==> config.mk <==
export PLATFORM = sky130hd
export DESIGN_NAME = region_detect
export DESIGN_NICKNAME = d
export VERILOG_FILES = /design/src/hdl/mem_pkg.sv /design/src/hdl/cart_pkg.sv /design/src/hdl/region_detect.sv
export SDC_FILE = /design/constraint.sdc
export NUM_CORES = 1
export LEC_CHECK = 0
export ABC_AREA = 1
export CAP_MARGIN = 20
export CELL_PAD_IN_SITES_DETAIL_PLACEMENT = 1
export CELL_PAD_IN_SITES_GLOBAL_PLACEMENT = 1
export CORE_AREA = 2 2 39 41
export CTS_BUF_LIST = sky130_fd_sc_hd__clkbuf_8 sky130_fd_sc_hd__clkbuf_16
export DETAILED_ROUTE_END_ITERATION = 6
export DIE_AREA = 0 0 41 43
export DONT_BUFFER_PORTS = 1
export PLACE_DENSITY_LB_ADDON = 0.25
export SYNTH_ARGS = -nofsm -noshare
export SYNTH_HDL_FRONTEND = slang
export SYNTH_SLANG_ARGS = --single-unit
export TNS_END_PERCENT = 10
==> constraint.sdc <==
create_clock -name clk_sys -period 1 [get_ports clk_sys]
set_input_delay 0.15 -clock clk_sys [delete_from_list [all_inputs] [get_ports clk_sys]]
set_output_delay 0.15 -clock clk_sys [all_outputs]
set_load 0.005 [all_outputs]
==> src/hdl/mem_pkg.sv <==
// Shared memory map definitions
package mem_pkg;

	// Word address of the shared memory, 8K words
	localparam int MEM_ADDR_W = 13;

	// Region offsets inside the shared memory
	localparam int ROM_WORD_W = 12;
	localparam int RAM_WORD_W = 9;

	localparam int DATA_W = 16;

	// Host download buffer depth and credits after reset
	localparam int LOAD_CREDITS = 2;

	//////////////////////////////////////////////////////////////////////
	// Memory address, seen as ROM or as work RAM
	//////////////////////////////////////////////////////////////////////

	// Tag bit selects the half of the memory
	typedef union packed {
		struct packed {
			logic                  tag;
			logic [ROM_WORD_W-1:0] word;
		} rom;
		struct packed {
			logic                  tag;
			logic [2:0]            pad;
			logic [RAM_WORD_W-1:0] word;
		} ram;
	} mem_addr_u;

endpackage

==> src/hdl/cart_pkg.sv <==
// Cartridge header definitions
package cart_pkg;

	// Byte address of the region byte in the header
	localparam logic [16:0] HDR_REGION_ADDR = 17'h001F0;

	// Region letters as they appear in the header
	localparam logic [7:0] HDR_CHAR_J = 8'h4A;
	localparam logic [7:0] HDR_CHAR_U = 8'h55;

	typedef enum logic [1:0] {
		REGION_JP = 2'd0,
		REGION_US = 2'd1,
		REGION_EU = 2'd2
	} region_t;

endpackage

==> src/hdl/region_detect.sv <==
// Cartridge region detector
`timescale 1ns/1ns

module region_detect (
	input  logic                        clk_sys,
	input  logic                        reset,
	input  logic                        load_active,
	input  logic                        load_wr,
	input  logic [16:0]                 load_addr,
	input  logic [mem_pkg::DATA_W-1:0]  load_data,
	output cart_pkg::region_t           region,
	output logic                        region_valid
);

	logic               active_q;
	logic               hdr_wr;
	cart_pkg::region_t  hdr_region;

	assign hdr_wr = load_active & load_wr & (load_addr == cart_pkg::HDR_REGION_ADDR);

	// Host word is still unswapped here, region byte sits low
	always_comb begin
		case (load_data[7:0])
			cart_pkg::HDR_CHAR_J: hdr_region = cart_pkg::REGION_JP;
			cart_pkg::HDR_CHAR_U: hdr_region = cart_pkg::REGION_US;
			default:              hdr_region = cart_pkg::REGION_EU;
		endcase
	end

	always_ff @(posedge clk_sys) begin
		if (reset) begin
			active_q <= 1'b0;
			region <= cart_pkg::REGION_JP;
			region_valid <= 1'b0;
		end else begin
			active_q <= load_active;
			// New download, old header no longer counts
			if (load_active && !active_q)
				region_valid <= 1'b0;
			if (hdr_wr) begin
				region <= hdr_region;
				region_valid <= 1'b1;
			end
		end
	end

endmodule

# Word-level counts from Yosys, hierarchy flattened
# Index checks and enable logic that the tools add are counted.
[word_totals] out_inout_bits=3 input_bits=37 elab_cells=14 reg_bits=4
[classes] muxes=3 n_eq_ne=3 n_reduce_logical=3 n_bitwise=2
[ops] op="$eq A17 B9 Y1 const B" count=1
[ops] op="$eq A8 B7 Y1 const B" count=2
[ops] op="$pmux W2 S2" count=1
[ops] op="$and A1 B1 Y1" count=2
[ops] op="$mux W1" count=2
[ops] op="$reduce_bool A2 Y1" count=1
[ops] op="$logic_and A1 B1 Y1" count=1
[ops] op="$logic_not A1 Y1" count=1

# Depth between registers and ports, before layout
[depth] word_depth=4 ltp_mapped=8 ltp_nobuf=8

# Worst setup path after synthesis
# Ideal clock, no wire load.
[synth_timing] path_type="input -> register" startpoint="input load_addr[11]" endpoint="register region[1]" required_time_ns=0.887 t_arrival_ns=0.649 setup_ns=0.113 n_path_buf=0 stages=6 setup_slack_ns=0.238 path_cell_list="nor2_1 -> nand2_1 -> nor2_2 -> nand3_2 -> nor2_1 -> nor2_1"
[synth_via] elab_chain_cells=2
[synth_lines] element="start, declared" line="region_detect.sv:9" rtl="input logic [16:0] load_addr,"
[synth_lines] element="$eq A17 B9 Y1" line="region_detect.sv:19" rtl="assign hdr_wr = load_active & load_wr & (load_addr == cart_pkg::HDR_REGION_ADDR);"
[synth_lines] element="$and A1 B1 Y1" line="region_detect.sv:19"
[synth_lines] element="end signal, assigned" line="region_detect.sv:33" rtl="region <= cart_pkg::REGION_JP;"
[synth_lines] element="end signal, assigned" line="region_detect.sv:41" rtl="region <= hdr_region;"
[synth_lines] element="end, declared" line="region_detect.sv:11" rtl="output cart_pkg::region_t region,"
# Every way passes these cells.
# A chain may end at the register's enable or synchronous reset.

# Worst setup path in the final report
[layout_timing] startpoint="register region[0]" endpoint="output region[0]"
# No word-level cell between the ends.

==> flow_summary.yaml <==
sta:
  period_needed_ns: 0.704
  final-max-slew-violation-count: 0
  tns_ns: 0
  rsz0062_at_grt: "no"
  relSlewSlack_pct: 91.1
  tightest_slew_ns: 0.132
  fin_crit_sh_pct: 70.4
  fmax_mhz: 1420
  setup_ws_ns: 0.296
  setup_viol: 0
  fin_skew_ns: 0.00270
  hold_violations: 0
global_route:
  antenna_found_initial: 0
  grt_max_degree: 6
  grt.total_usage_pct: 10.2
  gr-total-overflow: 0
  grt_pass1_wl_um: 1030
  grt_pass1_vias: 269
critical_path:
  ff2ff_setup_slack_ns: 0.38
  timing.rr.end: "region_valid$_SDFFE_PP0P_"
  worst-path-max-fanout: 2
  critPathLaunchType: "flip-flop"
  cp.required_ns: 0.85
  r2r-start: "active_q$_SDFF_PP0_"
  rr_worst_depth: 2
  critPathKind: "reg2out"
  arrival_ns: 0.55
  end_kind: "output port"
floorplan:
  ioPinCount: 40
  design.core.area_um2: 1380
  die_area_um2: 1760
  num_rows: 14
  start_util_pct: 20.9
  die_height_um: 43
  die_x_um: 41
clocking:
  cts_buffer_depth: 2
  cts.clk_slew.worst_paths_ns: 0.03
  cts-htree-levels: 1
  cts_buffers: 3
  numClockSinks: 4
  cts_root_buf: "clkbuf_8"
  cts_tree: "built"
  clkLatencyLatePin_ns: 0.22
routing:
  wl_per_cell_um: 9.19
  drt-initial-drc-count: 1
  first_pass_iters: 2
  drt.antenna.violating_nets: 0
  detailroute.via_count: 304
  routed_wirelength_um: 643
  drc: 0
  vias_per_cell: 4.34
synthesis:
  yosys_warnings: 0
  synthesis.area_um2: 289
  synthArstFlopShare_pct: 0
  synth_fp_nets: 87
  yosysTopAreaCell: "dfxtp_1"
  synth_edf_count: 0
  synthCells: 50
  yosysMostFrequentCell: "nor2_1"
  synthTopCellsByArea: "dfxtp_1, nor2_1, nand2_1"
  synth-main-ff-cell: "dfxtp_1"
  ys_ff_latch: 4
  synthDominantCellAreaShare_pct: 27.7
  ys_seq_area_share_pct: 27.7
  synth_common_cells: "nor2_1, nand2_1, inv_1"
  syn_area_per_cell_um2: 5.78
  ys_types: 11
finish:
  fillerInstances: 190
  drive_gt1_share_pct: 14.8
  nets: 93
  finalInstanceArea_um2: 360
  diodes: 0
  utilization_pct: 26.0
  area_growth_pct: 24.7
power:
  vdd_ir_drop_max_mv: 0.519
  cellLeakagePower_uw: 0.000169
  power.density_nw_per_um2: 1480
min_path:
  hold_depth: 2
  worstHoldStart: "load_active"
  holdPathEnd: "active_q$_SDFF_PP0_"
  hp-class: "in2reg"
job:
  maxCapViolCount: 0
placement:
  place_hpwl_um: 560
  place.gp.congestion: 0.578
  place_area_um2: 309
  pre_cts_ws_ns: 0.148
  port_buffers: 0
outcome:
  status: "completed"
-- registers in the layout (all words and copies together) (netlist names) --
signal	count
active_q	1
region	2
region_valid	1
-- kinds of logic after synthesis --
family / count (synthesis) / share of synthesized area, %
DFF: 4 / 27.7
buffers and inverters: 9 / 11.7
AOI/OAI and AO/OA: 2 / 3.46
and+or+nand+nor: 35 / 57.1
-- per-stage QoR --
step / total power (uW) / hold slack [ns] / cells
floorplan: 191 / 0.219 / 50
CTS: 546 / 0.0693 / 70
global placement: 194 / 0.222 / 66
global route: 575 / 0.103 / 70
detailed placement: 195 / 0.222 / 66
finish: 534 / 0.0716 / 70
-- how the worst max path moves through the flow --
| stage | start | to | slack [ns] | cells after the start |
|---|---|---|---|---|
| final | region[0]$_SDFFE_PP0P_ | region[0] | 0.30 | 0 |
| after global placement | load_addr[11] | region[1]$_SDFFE_PP0P_ | 0.15 | 6 |
| after global routing | load_addr[8] | region[0]$_SDFFE_PP0P_ | 0.23 | 8 |
| after CTS | region[0]$_SDFFE_PP0P_ | region[0] | 0.28 | 0 |
| after floorplan | load_addr[11] | region[1]$_SDFFE_PP0P_ | 0.24 | 6 |
| after detailed placement | load_addr[11] | region[1]$_SDFFE_PP0P_ | 0.15 | 6 |
-- layout by cell type (no fill, tap or decap) --
master | synthesis | final
clkbuf_8 | 0 | 3
nand3_2 | 1 | 1
o21ai_0 | 1 | 1
inv_1 | 9 | 9
dfxtp_1 | 4 | 4
nand3b_1 | 1 | 1
nand3_1 | 3 | 3
nor2_1 | 16 | 16
nor3_4 | 1 | 1
dlygate4sd3_1 | 0 | 1
a21oi_1 | 1 | 1
nand2_1 | 10 | 10
nor2_2 | 3 | 3
-- report_power, final --
part / switching (uW) / internal, uW
Clock: 81.9 / 256
Combinational: 15.9 / 16.6
Sequential: 0.338 / 163
-- cell type report --
cell class,instances,area (um2),area share (%)
repair buffers,1,10.0,2.78
well taps,16,20.0,5.56
multi-input cells,37,175,48.6
inverters,9,33.8,9.37
clock buffers,3,41.3,11.5
flip-flops and latches,4,80.1,22.2
-- per-layer routing --
metal  global-route usage [%]  part of all wire, %
met5                        0                    0
met3                     4.71                   11
met2                     12.8                   52
met4                     16.0                  3.4
met1                     8.71                   33
-- what timing repair did --
item / 4_1_cts / 5_1_grt
endpoints found under the setup margin: 0 / 0
gates resized for setup: 0 / 0
endpoints found under the hold margin: 2 / 0
hold buffers: 1 / 0
setup buffers: 0 / 0
No activity file was read; power rests on OpenSTA's default activity.
