==> src/hdl/mem_pkg.sv <==
// Shared memory map definitions
package mem_pkg;

	// Word address of the shared memory, 8K words
	localparam int MEM_ADDR_W = 13;

	// Region offsets inside the shared memory
	localparam int ROM_WORD_W = 12;
	localparam int RAM_WORD_W = 9;

	localparam int DATA_W = 16;

	// Host download buffer depth and credits after reset
	localparam int LOAD_CREDITS = 2;

	//////////////////////////////////////////////////////////////////////
	// Memory address, seen as ROM or as work RAM
	//////////////////////////////////////////////////////////////////////

	// Tag bit selects the half of the memory
	typedef union packed {
		struct packed {
			logic                  tag;
			logic [ROM_WORD_W-1:0] word;
		} rom;
		struct packed {
			logic                  tag;
			logic [2:0]            pad;
			logic [RAM_WORD_W-1:0] word;
		} ram;
	} mem_addr_u;

endpackage

==> src/hdl/console_port.sv <==
// Console CPU bus port
`timescale 1ns/1ns

module console_port (
	input  logic                        clk_sys,
	input  logic                        reset,
	input  logic                        cpu_rom_sel,
	input  logic                        cpu_ram_sel,
	input  logic                        cpu_rd,
	input  logic                        cpu_wr_lo,
	input  logic                        cpu_wr_hi,
	input  logic [15:0]                 cpu_addr,
	input  logic [mem_pkg::DATA_W-1:0]  cpu_wdata,
	input  logic                        cp_done,
	input  logic [mem_pkg::DATA_W-1:0]  cp_rdata,
	output logic                        cpu_busy,
	output logic [mem_pkg::DATA_W-1:0]  cpu_rdata,
	output logic                        cp_req,
	output logic                        cp_we,
	output logic [1:0]                  cp_be,
	output mem_pkg::mem_addr_u          cp_addr,
	output logic [mem_pkg::DATA_W-1:0]  cp_wdata
);

	logic               strobe;
	logic               start;
	logic               acc_rd;
	mem_pkg::mem_addr_u req_addr;

	assign strobe = cpu_rd | cpu_wr_lo | cpu_wr_hi;
	// Busy low means the controller credit is back
	assign start = strobe & (cpu_rom_sel | cpu_ram_sel) & ~cpu_busy;

	// Select decides the tag, low bits give the offset
	always_comb begin
		if (cpu_ram_sel) begin
			req_addr.ram.tag = 1'b1;
			req_addr.ram.pad = 3'b000;
			req_addr.ram.word = cpu_addr[mem_pkg::RAM_WORD_W-1:0];
		end else begin
			req_addr.rom.tag = 1'b0;
			req_addr.rom.word = cpu_addr[mem_pkg::ROM_WORD_W-1:0];
		end
	end

	// Request payload
	always_ff @(posedge clk_sys) begin
		if (start) begin
			cp_addr <= req_addr;
			cp_wdata <= cpu_wdata;
			cp_we <= cpu_wr_lo | cpu_wr_hi;
			cp_be <= cpu_rd ? 2'b11 : {cpu_wr_hi, cpu_wr_lo};
		end
		if (cp_done && acc_rd)
			cpu_rdata <= cp_rdata;
	end

	always_ff @(posedge clk_sys) begin
		if (reset) begin
			cp_req <= 1'b0;
			cpu_busy <= 1'b0;
			acc_rd <= 1'b0;
		end else begin
			cp_req <= start;
			if (start) begin
				cpu_busy <= 1'b1;
				acc_rd <= cpu_rd;
			end else if (cp_done) begin
				cpu_busy <= 1'b0;
			end
		end
	end

	//////////////////////////////////////////////////////////////////////
	// CPU bus rules
	//////////////////////////////////////////////////////////////////////

	a_rom_no_write: assert property (@(posedge clk_sys) disable iff (reset)
		(cpu_wr_lo | cpu_wr_hi) |-> !cpu_rom_sel)
		else $error("console_port: write strobed into cartridge ROM");

	a_one_select: assert property (@(posedge clk_sys) disable iff (reset)
		(strobe && !cpu_busy) |-> (cpu_rom_sel ^ cpu_ram_sel))
		else $error("console_port: access strobe without exactly one select");

endmodule

==> config.mk <==
export PLATFORM = sky130hd
export DESIGN_NAME = console_port
export DESIGN_NICKNAME = d
export VERILOG_FILES = /design/src/hdl/mem_pkg.sv /design/src/hdl/console_port.sv
export SDC_FILE = /design/constraint.sdc
export NUM_CORES = 1
export LEC_CHECK = 0
export ABC_AREA = 1
export ABC_CLOCK_PERIOD_IN_PS = 1800
export BUFFER_PORTS_ARGS = -buffer_cell sky130_fd_sc_hd__buf_2
export CAP_MARGIN = 10
export CELL_PAD_IN_SITES_DETAIL_PLACEMENT = 2
export CELL_PAD_IN_SITES_GLOBAL_PLACEMENT = 2
export CORE_ASPECT_RATIO = 1.1
export CORE_UTILIZATION = 26
export DETAILED_ROUTE_END_ITERATION = 8
export GPL_ROUTABILITY_DRIVEN = 0
export HOLD_SLACK_MARGIN = 0.1
export PLACE_DENSITY_LB_ADDON = 0.1
export SYNTH_ARGS = -nofsm -noshare
export SYNTH_HDL_FRONTEND = slang
export SYNTH_SLANG_ARGS = --single-unit
export TNS_END_PERCENT = 30
==> constraint.sdc <==
create_clock -name clk_sys -period 1.8 [get_ports clk_sys]
set_input_delay 0 -clock clk_sys [delete_from_list [all_inputs] [get_ports clk_sys]]
set_output_delay 0 -clock clk_sys [all_outputs]
set_load 0.02 [all_outputs]
* Word-level counts from Yosys, hierarchy flattened
Index checks and enable logic that the tools add are counted.
Word-level totals: flip-flop bits (word level) 51, word-level logic and storage cells 21
Operators by class: multiplexer cells 3, bitwise logic cells 7, reductions and logical operators 2
Operator list (number):
- $mux 13 | 1
- $or 1x1->1 | 4
- $and 1x1->1 | 2
- $mux 1 | 2
- $reduce_bool 2->1 | 1
- $logic_and 1x1->1 | 1
- $not 1->1 | 1

* Depth between registers and ports, before layout
depth after elaboration 5, gate-level depth with buffers 5, mapped depth without buffers 5

* Least setup slack after synthesis
OpenSTA, ideal clock, no wires.
path type register to register, start register cpu_busy, end register cp_addr[0] (netlist bit), enable pin, setup time 0.387 ns, data arrival time 1.261 ns, data required time 1.413 ns, slack 0.152 ns, stages on the path, launching flop included 4, period minus slack after synthesis 1.648 ns, path through dfxtp_1 -> nor2_2 -> nand2_2 -> inv_1
On the way: word-level cells in the longest chain between the ends 2
RTL lines:
- from (decl) | line console_port.sv:16 | output logic cpu_busy,
- from (signal assigned) | line console_port.sv:61 | cpu_busy <= 1'b0;
- from (signal assigned) | line console_port.sv:66 | cpu_busy <= 1'b1;
- from (signal assigned) | line console_port.sv:69 | cpu_busy <= 1'b0;
- $not 1->1 | line console_port.sv:32 | assign start = strobe & (cpu_rom_sel | cpu_ram_sel) & ~cpu_busy;
- $and 1x1->1 | line console_port.sv:32
- named net start | line console_port.sv:26 | logic start;
- to (signal assigned) | line console_port.sv:49 | cp_addr <= req_addr;
- to (decl) | line console_port.sv:21 | output mem_pkg::mem_addr_u cp_addr,
The timed path passes the listed nets, and every way through them passes these cells. A chain may end at the register's enable or synchronous reset.

* Final worst setup path
start input cpu_wr_lo, end register cpu_busy
On the way: word-level cells in the longest chain between the ends 5, elaborated cells on any way between the ends 6
RTL lines:
- from (decl) | line console_port.sv:10 | input logic cpu_wr_lo,
- $or 1x1->1 (*) (2 in a row) | line console_port.sv:30 | assign strobe = cpu_rd | cpu_wr_lo | cpu_wr_hi;
- $and 1x1->1 (*) (2 in a row) | line console_port.sv:32
- $mux 1 / $reduce_bool 2->1 (equally long branches)
Every way passes the cells marked *; elsewhere a longest branch is shown, timed or not.

==> results.json <==
{
  "finalWirelength_um": 4490,
  "cpMaxStageDelayCell": "dlygate4sd3_1",
  "status": "complete, no violations",
  "cts_root_buf": "clkbuf_8",
  "ir_worst_vdd_v": 0.000331,
  "cts.sinks": 51,
  "die_area_mm2": 0.00655,
  "crit_type": "in2reg",
  "p_leak_nw": 1.24,
  "rsz0062_at_grt": "false",
  "cts_tree": "done",
  "crit_path_frequent_cell": "dlygate4sd3_1",
  "power_frac_seq": 0.549,
  "relSlewSlack": 0.590,
  "multi_input_area_um2": 85.1,
  "start_util": 0.276,
  "synth-main-ff-cell": "edfxtp_1",
  "cp_max_fo": 4,
  "netlist.area_leader.share": 0.890,
  "die_y_um": 84.8,
  "hold_path.class": "in2reg",
  "ys_warn_count": 0,
  "core_area_mm2": 0.00588,
  "grt_antenna_before_repair": 0,
  "synthDistinctLibCells": 9,
  "synth_area_mm2": 0.00162,
  "synthTopCellsByArea": "edfxtp_1 (89%), dfxtp_1 (3.7%), inv_1 (2.1%), nand2_1 (1.4%), a21oi_2 (1.1%)",
  "syn_area_per_cell_um2": 21.0,
  "regArea_mm2": 0.00150,
  "reg2regPathDepth": 4,
  "yosysSeqAreaShare": 0.927,
  "clkPwrFrac": 0.299,
  "via_per_inst": 3.99,
  "grt_pass1_vias": 1347,
  "grt_pass1_wl_um": 6840,
  "postCtsSetupRepairBufs": 0,
  "p_sw_frac": 0.232,
  "worst_pin_slew_ns": 0.614,
  "period_share": 0.772,
  "drtAntennaViolNets": 0,
  "final-instance-count-excl-fill": 314,
  "grt_max_degree": 33,
  "min_period_ns": 1.39,
  "globalRouteOverflowTotal": 0,
  "pwr-share-comb": 0.152,
  "final-max-slew-violation-count": 0,
  "power_w": 0.00258,
  "dp_cells": 256,
  "ys_seq_elements": 51,
  "drt_iter0_markers": 66,
  "intPower_w": 0.00198,
  "synthArstFlopShare": 0,
  "fmax_mhz": 720,
  "clock_skew_ns": 0.00713,
  "port-buffer-count": 101,
  "yosysMostFrequentCell": "edfxtp_1",
  "place_hpwl_um": 3010,
  "start_kind": "input port",
  "grt_usage": 0.143,
  "clkLatencyLatePin_ns": 0.30,
  "rows": 29,
  "ios": 106,
  "clockBufferDepth": 2,
  "worst_setup_path_end_kind": "register",
  "wl_per_cell_um": 14.3,
  "clk_pin_slew_ns": 0.09,
  "switchingPower_w": 0.000597,
  "cp.required_ns": 1.99,
  "p_per_area_mw_per_mm2": 904,
  "synth_cells": 77,
  "max_stage_delay_ns": 0.55,
  "num_vias": 1253,
  "drive_gt1_frac": 0.485,
  "area_growth_pct": 75.9,
  "setup_viol_count_final": 0,
  "fillers": 605,
  "cts_buffers": 5,
  "timing.setup.tns_ns": 0,
  "crit_chain": "dlygate4sd3_1 -> buf_2 -> inv_1 -> nand3_1 -> nand2_2 -> a21oi_2 -> dlygate4sd3_1",
  "drc": 0,
  "layout.nets": 292,
  "arrival_ns": 1.58,
  "dr.pass1.iters": 4,
  "antenna-diode-count": 0,
  "maxCapViolations": 0,
  "hold_depth": 5,
  "synth_top_cell_by_area": "edfxtp_1",
  "syn_nets": 133,
  "postLayoutCoreUtil": 0.485,
  "timing.final.hold_violations": 0,
  "die_width_um": 77.3,
  "synth_edf_count": 48,
  "ctsHtreeMaxLevel": 2,
  "netlist_top_cells_count": "edfxtp_1 (48), inv_1 (9), nand2_1 (6), nor2_1 (4), dfxtp_1 (3)"
}
==> placed cells by master (no fill, tap or decap) <==
master,n
clkinv_2,1
dlygate4sd3_1,50
inv_1,9
edfxtp_1,48
nand2_1,6
clkbuf_8,5
nand3_1,1
buf_2,101
nor2_2,2
clkinv_1,1
buf_12,1
bufinv_16,1
dfxtp_1,3
nand2_2,2
a21oi_2,2
nor2_1,4
==> state kept, by name (all words and copies together) (netlist names) <==
signal     flops
cp_addr       13
cpu_rdata     16
cp_req         1
cp_wdata      16
cp_we          1
acc_rd         1
cpu_busy       1
cp_be          2
==> power by group through the flow <==
stage	combinational [W]	sequential, W	clock (W)
floorplan	0.0000475	0.00154	0
global placement	0.000298	0.00144	0
detailed placement	0.000307	0.00144	0
CTS	0.000395	0.00142	0.000795
global route	0.000419	0.00142	0.000841
finish	0.000391	0.00141	0.000771
==> stage by stage <==
step	hold slack, ns	cell area, um^2	setup slack (ns)
global route	0.135	2850	0.347
CTS	0.117	2850	0.441
finish	0.112	2850	0.411
global placement	0.177	2240	0.604
floorplan	0.0624	1620	0.152
detailed placement	0.178	2240	0.560
==> cell families (layout without fill, tap and decap cells) <==
logic type,after synthesis,count (layout),share of synthesized area
compound gates,2,2,0.0108
buf+inv,9,169,0.0208
flops,51,51,0.927
simple gates,15,15,0.0417
==> final timing paths <==
check                    from       end  slack (ns)
setup / recovery    cpu_wr_lo  cpu_busy        0.41
hold / removal    cpu_rom_sel    acc_rd        0.11
setup reg to reg     cpu_busy  cpu_busy        0.50
hold reg to reg        acc_rd    acc_rd        0.49
==> per-layer routing <==
metal	share of wire	vias to the layer above	track usage
met3	0.060	7	0.0457
li1	-	590	-
met1	0.35	605	0.139
met2	0.58	51	0.278
met5	0	-	0
met4	0.012	0	0.0515
==> worst max-delay path, delay by kind of cell <==
kind            cells  cell delay, ns
simple gates        2            0.22
compound gates      1            0.05
buf+inv             4            1.30
==> layout make-up <==
class / instances / share of cell area
inverters: 9 / 0.0119
clock buffers: 5 / 0.0241
repair buffers: 152 / 0.360
multi-input cells: 17 / 0.0299
flip-flops and latches: 51 / 0.527
well taps: 77 / 0.0338
clock inverters: 3 / 0.0136
==> timing repair <==
action | in CTS | in global routing
hold buffers | 50 | 0
resized for setup | 0 | 0
hold endpoints to repair | 51 | 0
Power figures use the tool's default switching activity.
