==> config.mk <==
export PLATFORM = sky130hd
export DESIGN_NAME = cart_loader
export DESIGN_NICKNAME = d
export VERILOG_FILES = /design/src/hdl/mem_pkg.sv /design/src/hdl/cart_loader.sv
export SDC_FILE = /design/constraint.sdc
export NUM_CORES = 1
export LEC_CHECK = 0
export ABC_AREA = 1
export BUFFER_PORTS_ARGS = -buffer_cell sky130_fd_sc_hd__buf_2
export CAP_MARGIN = 30
export CORE_MARGIN = 2
export CORE_UTILIZATION = 38
export CTS_BUF_LIST = sky130_fd_sc_hd__clkbuf_8 sky130_fd_sc_hd__clkbuf_16
export CTS_CLUSTER_SIZE = 24
export DETAILED_ROUTE_END_ITERATION = 6
export GPL_ROUTABILITY_DRIVEN = 1
export REMOVE_ABC_BUFFERS = 1
export SKIP_LAST_GASP = 1
export SLEW_MARGIN = 20
export SYNTH_ARGS = -nofsm -noshare
export SYNTH_HDL_FRONTEND = slang
export SYNTH_SLANG_ARGS = --single-unit
==> constraint.sdc <==
create_clock -name clk_sys -period 3 [get_ports clk_sys]
set_input_delay 0.15 -clock clk_sys [delete_from_list [all_inputs] [get_ports clk_sys]]
set_output_delay 0.15 -clock clk_sys [all_outputs]
set_load 0.01 [all_outputs]
==> src/hdl/mem_pkg.sv <==
// Shared memory map definitions
package mem_pkg;

	// Word address of the shared memory, 8K words
	localparam int MEM_ADDR_W = 13;

	// Region offsets inside the shared memory
	localparam int ROM_WORD_W = 12;
	localparam int RAM_WORD_W = 9;

	localparam int DATA_W = 16;

	// Host download buffer depth and credits after reset
	localparam int LOAD_CREDITS = 2;

	//////////////////////////////////////////////////////////////////////
	// Memory address, seen as ROM or as work RAM
	//////////////////////////////////////////////////////////////////////

	// Tag bit selects the half of the memory
	typedef union packed {
		struct packed {
			logic                  tag;
			logic [ROM_WORD_W-1:0] word;
		} rom;
		struct packed {
			logic                  tag;
			logic [2:0]            pad;
			logic [RAM_WORD_W-1:0] word;
		} ram;
	} mem_addr_u;

endpackage

==> src/hdl/cart_loader.sv <==
// Cartridge download buffer
`timescale 1ns/1ns

module cart_loader (
	input  logic                        clk_sys,
	input  logic                        reset,
	input  logic                        load_active,
	input  logic                        load_wr,
	input  logic [16:0]                 load_addr,
	input  logic [mem_pkg::DATA_W-1:0]  load_data,
	input  logic                        ld_done,
	output logic                        load_credit,
	output logic                        ld_req,
	output mem_pkg::mem_addr_u          ld_addr,
	output logic [mem_pkg::DATA_W-1:0]  ld_wdata
);

	// Buffered words, already swapped
	mem_pkg::mem_addr_u                  fifo_addr [mem_pkg::LOAD_CREDITS];
	logic [mem_pkg::DATA_W-1:0]          fifo_data [mem_pkg::LOAD_CREDITS];

	logic [$clog2(mem_pkg::LOAD_CREDITS)-1:0]   wr_ptr;
	logic [$clog2(mem_pkg::LOAD_CREDITS)-1:0]   rd_ptr;
	logic [$clog2(mem_pkg::LOAD_CREDITS+1)-1:0] count;

	logic               push;
	logic               ld_credit;
	mem_pkg::mem_addr_u push_addr;

	assign push = load_wr & load_active;

	// Download always lands in the ROM half
	always_comb begin
		push_addr.rom.tag = 1'b0;
		push_addr.rom.word = load_addr[mem_pkg::ROM_WORD_W:1];
	end

	always_ff @(posedge clk_sys) begin
		if (push) begin
			fifo_addr[wr_ptr] <= push_addr;
			fifo_data[wr_ptr] <= {load_data[7:0], load_data[15:8]};
		end
	end

	//////////////////////////////////////////////////////////////////////
	// Pointers, fill level and controller credit
	//////////////////////////////////////////////////////////////////////

	// Head entry stays until the controller reports it written
	always_ff @(posedge clk_sys) begin
		if (reset) begin
			wr_ptr <= '0;
			rd_ptr <= '0;
			count <= '0;
			ld_credit <= 1'b1;
			load_credit <= 1'b0;
		end else begin
			if (push)
				wr_ptr <= wr_ptr + 1'b1;
			if (ld_done)
				rd_ptr <= rd_ptr + 1'b1;
			case ({push, ld_done})
				2'b10: count <= count + 1'b1;
				2'b01: count <= count - 1'b1;
				default: ;
			endcase
			if (ld_req)
				ld_credit <= 1'b0;
			else if (ld_done)
				ld_credit <= 1'b1;
			// Slot freed, hand the credit back to the host
			load_credit <= ld_done;
		end
	end

	assign ld_req = ld_credit & (count != '0);
	assign ld_addr = fifo_addr[rd_ptr];
	assign ld_wdata = fifo_data[rd_ptr];

	// Host must respect its credits
	a_no_overflow: assert property (@(posedge clk_sys) disable iff (reset)
		load_wr |-> (count != mem_pkg::LOAD_CREDITS))
		else $error("cart_loader: host write while the download buffer is full");

endmodule

After elaboration in Yosys (flattened, before gate mapping)
Memories as Yosys holds them, arrays and structs flattened. A register that Yosys moved wholly into a read port is not among the register bits.
Cells that the tools add are included.
{"block": "totals", "input_bits": 38, "output_inout_bits": 31, "mem_bits_rw": 56, "regBits": 6, "memories": 2}
{"block": "op_classes", "n_bitwise": 2, "n_reduce_logical": 3, "addsub": 4, "n_eq_ne": 2, "n_mux": 9}
{"memory": "fifo_data", "words": 2, "width": 16, "read_ports": 1, "rd_clocked_by_memory_dff": 1, "write_ports": 1, "line_no": "cart_loader.sv:20", "rtl": "logic [mem_pkg::DATA_W-1:0] fifo_data [mem_pkg::LOAD_CREDITS];"}
{"memory": "fifo_addr", "words": 2, "width": 12, "read_ports": 1, "rd_clocked_by_memory_dff": 1, "write_ports": 1, "line_no": "cart_loader.sv:19", "rtl": "mem_pkg::mem_addr_u fifo_addr [mem_pkg::LOAD_CREDITS];"}
{"op": "2-to-1 mux 1 bit", "n": 8}
{"op": "nonzero test 2 bit", "n": 3}
{"op": "one-hot mux 2 bit (2 select lines)", "n": 1}
{"op": "adder 1 bit (second input constant)", "n": 2}
{"op": "adder 2 x 1 -> 2 bit (second input constant)", "n": 1}
{"op": "AND 1 bit", "n": 2}
{"op": "== test 2 x 1 -> 1 bit (second input constant)", "n": 1}
{"op": "== test 2 bit (second input constant)", "n": 1}
{"op": "subtractor 2 x 1 -> 2 bit (second input constant)", "n": 1}

Depth between registers and ports, before layout
Gate-level depths: netlist of the first run.
{"block": "logic_depth", "ltp_word": 3, "depth_mapped": 7}

Worst setup path after synthesis of the first run
OpenSTA, ideal clock, no wires.
{"block": "synth_path", "path_type": "register -> register", "start": "reg wr_ptr", "end": "mem fifo_addr[1][0] in the netlist's numbering (enable)", "required_time_ps": 2586, "setup_ps": 414, "period_less_slack_ps": 2011, "arrival_time_ps": 1596, "n_path_buf": 0, "path_stages_with_launch": 3, "setup_slack_ps": 989, "cell_sequence": "dfxtp_1 > inv_1 > nor2_1"}
{"element": "start: declaration", "line_no": "cart_loader.sv:22", "rtl": "logic [$clog2(mem_pkg::LOAD_CREDITS)-1:0] wr_ptr;"}
{"element": "start signal: assignment", "line_no": "cart_loader.sv:59", "rtl": "wr_ptr <= wr_ptr + 1'b1;"}
{"element": "end: declaration", "line_no": "cart_loader.sv:19"}
Straight into the memory's write port.

==> out/qor.yml, run 1 <==
path_cells: "mux2_2 -> buf_2"
antenna_found_initial: 0
fin_ws_ps: 1023
hold-path-cell-count: 2
dp_hpwl_um: 2453
hold_violations: 0
core_sq_um: 6241
dr_total_vias: 1374
synth_top_area_share_pct: 69.64
critPathKind: "reg2out"
start_util_pct: 38.69
fin_setup_tns_ps: 0
fin_area_sq_um: 3293
period_needed_ps: 1977
cts.htree.levels: 3
tightestPinTransition_ps: 892.9
p_leak_nw: 1.322
switching_share_pct: 21.82
avgRoutedWirePerCell_um: 13.32
combinationalPowerShare_pct: 10.2
netlist_area_sq_um: 2415
place_ws_ps: 1335
arrival_ps: 1830
setup_viol: 0
min_from: "reset"
cts_max_path_buffers: 2
cts_sinks: 63
cp_top_family: "flip-flops"
crit_required_ps: 2850
synth_area_leaders: "edfxtp_1 70%, mux2_4 12%, dfxtp_1 5.8%"
cts_tree: "done"
finClkSkew_ps: 5.275
first_global_vias: 1382
std_cell_rows: 29
fin_nets: 266
fmaxAchievable_ghz: 0.5058
postCtsHoldBufs: 28
whs_ps: 26.57
multiInputGateArea_sq_um: 513.0
p_int_mw: 1.583
die_x_um: 83.72
ys_seq_elements: 63
drive_above_1_share_pct: 48.28
hp-class: "in2reg"
worstRegToRegCells: 2
relSlewSlack_pct: 40.48
seq_area_frac_synth_pct: 75.44
diodes: 0
power_frac_clock_pct: 39.4
drt-total-wl_um: 4116
startpoint_type: "flop"
critPathMaxFanout: 28
final_max_slew_viol_count: 0
overflow: 0
placement.cell_area_sq_um: 2791
root_buffer: "clkbuf_8"
firstDrtPassIters: 4
cts_setup_buffers: 0
netlist.top_cell.by_area: "edfxtp_1"
fp.dieArea_sq_um: 7008
synthCells: 127
avgSynthCellArea_sq_um: 19.01
io_pins: 69
drt-initial-drc-count: 76
gp_congestion: 0.7210
power_density_nw_per_um2: 615.0
post-route-drc-count: 0
share_seq_of_total_power_pct: 50.4
crit_buf_inv: 1
slowest_delay_ps: 920
seqCellArea_sq_um: 1823
power_switching_uw: 442.0
final_common_cell: "buf_2"
final.period_utilization_pct: 65.90
status: "complete, no violations"
numCtsBuffers: 9
postCtsResizedCells: 0
yosysWarningCount: 0
critical_path.slowest_cell: "dfxtp_2"
final_cell_mix: "62 x buf_2, 56 x edfxtp_1, 28 x dlygate4sd3_1, 20 x mux2_4, 9 x clkbuf_8"
reg2reg_from: "wr_ptr"
detail_route.vias_per_cell: 4.447
rr_endpoint: "fifo_addr[0][11]"
synthToLayoutAreaGrowth_pct: 36.37
fp.dieH_um: 83.72
fillers: 538
grt_first_pass_wirelength_um: 6527
rsz0062_at_grt: "false"
dp_cells: 265
synth.distinct_cells: 17
grt_max_degree: 29
drv_cap: 0
port_buffers: 62
clk_pin_slew_ps: 70
rrSetupSlack_ps: 1410
gr-usage-all-layers_pct: 12.60
layout.cells.non_filler: 309
antenna_left: 0
clock_latency_ps: 340
peakVddDrop_mv: 0.3028
setup.worst_path.end_class: "output pin"
## final cells by class
cell class / count / share of cell area [%]
repair buffers: 93 / 18.62
inverters: 7 / 0.7979
clock inverters: 7 / 2.964
clock buffers: 9 / 3.761
flip-flops and latches: 63 / 55.36
multi-input cells: 53 / 15.58
well taps: 77 / 2.926
## per-stage QoR
| step | utilization (%) | power (mW) |
|---|---|---|
| final | 52.77 | 2.025 |
| after global routing | 52.77 | 2.112 |
| after CTS | 52.77 | 2.053 |
| after detailed placement | 44.73 | 1.221 |
| after global placement | 44.73 | 1.217 |
| after floorplan | - | 1.142 |
## worst max-delay path by stage
| stage | cells after the start | slack [ps] | end |
|---|---|---|---|
| 2_1_floorplan | 2 | 990 | fifo_addr[1][0] |
| 3_3_place_gp | 2 | 1350 | ld_addr[0] |
| 3_5_place_dp | 4 | 1340 | fifo_addr[0][6] |
| 4_1_cts | 2 | 970 | ld_addr[0] |
| 5_1_grt | 2 | 910 | ld_addr[0] |
| 6_report | 2 | 1020 | ld_addr[0] |
## synthesized netlist by cell type
cell / instances
edfxtp_1: 56
conb_1: 1
buf_6: 1
nand2_1: 6
o21ai_0: 3
ha_1: 1
inv_1: 7
nand4_1: 1
xnor2_1: 1
mux2_2: 8
dfxtp_1: 7
buf_12: 2
mux2_4: 20
nor3_1: 1
buf_4: 1
nor2_1: 9
a21oi_1: 2
## logic make-up (layout without fill, tap and decap cells)
kind of cell / after synthesis / count (layout) / synth area share, %
adder cells (fa/ha/maj): 1 / 1 / 0.5181
AND/OR/NAND/NOR: 17 / 17 / 2.798
other: 1 / 1 / 0.1553
buffers and inverters: 11 / 116 / 3.524
AO/OA/AOI/OAI: 5 / 5 / 1.036
XOR/XNOR: 1 / 1 / 0.3628
multiplexers: 28 / 28 / 16.17
flip-flops: 63 / 63 / 75.44
## power groups by stage
stage	logic, mW	registers, mW	clock network (mW)
after global placement	0.177	1.04	0
after global routing	0.225	1.03	0.861
after detailed placement	0.179	1.04	0
after CTS	0.209	1.02	0.822
final	0.206	1.02	0.798
after floorplan	0.108	1.03	0
## per-layer routing
metal	routed length, um	track usage, %	vias to the layer above	part of all wire (%)
li1	-	-	668	-
met4	110	8.358	0	2.7
met1	1873	15.54	647	46
met5	0	0	-	0
met2	1895	18.62	48	46
met3	237	4.451	11	5.8
## sequential cells by signal (all words and copies together) (netlist names), named ones only
register	cells
count	2
fifo_addr	24
fifo_data	32
ld_credit	1
load_credit	1
rd_ptr	1
wr_ptr	1
(Power assumes the default switching activity.)
==> run 2: changes to the inputs <==
==> constraint.sdc (replaced) <==
create_clock -name clk_sys -period 1.95 [get_ports clk_sys]
set_input_delay 0.0975 -clock clk_sys [delete_from_list [all_inputs] [get_ports clk_sys]]
set_output_delay 0.0975 -clock clk_sys [all_outputs]
set_load 0.01 [all_outputs]
==> out/qor.yml, run 2 (synthesis gave the netlist of run 1 again) <==
status: "complete, no violations"
final_core_util_pct: 52.71  # -0.060 points
gp_congestion: 0.7270  # +0.83%
peakVddDrop_mv: 0.5485  # +81%
detail_route.vias_per_cell: 4.324  # -2.8%
final_cell_mix: "62 x buf_2, 56 x edfxtp_1, 29 x dlygate4sd3_1, 20 x mux2_4"
die_x_um: 83.72  # unchanged
io_pins: 69  # unchanged
final.period_utilization_pct: 87.39
finClkSkew_ps: 6.214  # +0.9390 ps
drt-initial-drc-count: 49  # -36%
final_common_cell: "buf_2"
place_ws_ps: 572.8  # -762.3 ps
avgRoutedWirePerCell_um: 13.10  # -1.7%
fin_setup_tns_ps: 0  # unchanged
critPathKind: "reg2out"
start_util_pct: 38.69  # unchanged
grt_first_pass_wirelength_um: 6837  # +4.7%
root_buffer: "clkbuf_8"
cts_sinks: 63  # unchanged
setup.worst_path.end_class: "output pin"
period_needed_ps: 1704
dr_total_vias: 1349  # -1.8%
clock_latency_ps: 330  # about the same
first_global_vias: 1430  # +3.5%
power_density_nw_per_um2: 890.7  # +45%
cts.htree.levels: 3  # unchanged
setup_viol: 0  # unchanged
diodes: 0  # unchanged
arrival_ps: 1610  # -220 ps
antenna_found_initial: 0  # unchanged
crit_required_ps: 1850  # -1000 ps
grt_max_degree: 21  # -28%
postCtsResizedCells: 0  # unchanged
rsz0062_at_grt: "false"
synthToLayoutAreaGrowth_pct: 36.22
drv_cap: 0  # unchanged
fp.dieArea_sq_um: 7008  # unchanged
core_sq_um: 6241  # unchanged
fmaxAchievable_ghz: 0.5868
numCtsBuffers: 9  # unchanged
reg.largest.list: "fifo_data: 32 flops, fifo_addr: 24 flops, count: 2 flops"
antenna_left: 0  # unchanged
overflow: 0  # unchanged
fin_nets: 269  # +1.1%
startpoint_type: "flop"
total_power_mw: 2.930  # +45%
critPathMaxFanout: 19  # -32%
whs_ps: 24.15  # -2.418 ps
drt-total-wl_um: 4087  # -0.70%
drive_above_1_share_pct: 46.38  # -1.9 points
largest_reg_flops: 32  # unchanged
hold_violations: 0  # unchanged
fp.dieH_um: 83.72  # unchanged
gr-usage-all-layers_pct: 13.03  # +0.43 points
firstDrtPassIters: 4  # unchanged
cts_tree: "done"
final_max_slew_viol_count: 0  # unchanged
dp_hpwl_um: 2518  # +2.6%
clk_pin_slew_ps: 60  # about the same
hp-class: "in2reg"
post-route-drc-count: 0  # unchanged
p_leak_nw: 1.329  # +0.53%
port_buffers: 62  # unchanged
largest-register: "fifo_data"
std_cell_rows: 29  # unchanged
cts_max_path_buffers: 2  # unchanged
fin_ws_ps: 246.0  # -776.9 ps
-- run 2: worst max-delay path: stages (launching register included) --
cell and delay, ps:
dfxtp_2 540, buf_12 230, mux2_2 350, buf_2 140
-- run 2: per-stage QoR --
step	instance area (sq um)	std cells
after detailed placement	2819	267
after CTS	3289	312
after global placement	2819	267
after floorplan	2356	123
after global routing	3289	312
final	3289	312
-- run 2: per-layer routing --
layer / share of wire [%] / global-route usage, % / up-vias
met5: 0 / 0 / -
met4: 1.6 / 7.038 / 0
met3: 6.9 / 4.253 / 7
met2: 44 / 20.07 / 48
met1: 47 / 16.30 / 621
li1: - / - / 673
-- run 2: area by class of cell --
type / instances / area, sq um
inverters: 7 / 26.28
flip-flops and latches: 63 / 1823
well taps: 77 / 96.34
clock inverters: 7 / 56.30
repair buffers: 96 / 650.6
multi-input cells: 53 / 513.0
fillers: 544 / 2952
clock buffers: 9 / 123.9
-- run 2: final timing paths --
check / endpoint / slack, ps / startpoint / depth (start not counted)
worst max-delay path: ld_addr[0] / 250 / flop / 3
worst min register to register: ld_credit / 480 / ld_credit / 2
worst min-delay path: load_credit / 20 / ld_done / 3
worst max register to register: fifo_addr[1][0] / 790 / wr_ptr / 3
-- run 2: what timing repair did --
item | CTS | global route
hold endpoints to repair | 60 | 0
buffers inserted | 0 | 0
hold buffers | 29 | 0
-- run 2: report_power, final --
group / leakage [nW] / total, mW / internal [mW] / switching (mW)
logic: 0.662 / 0.345 / 0.198 / 0.148
registers: 0.573 / 1.55 / 1.53 / 0.0265
clock network: 0.0943 / 1.03 / 0.567 / 0.464
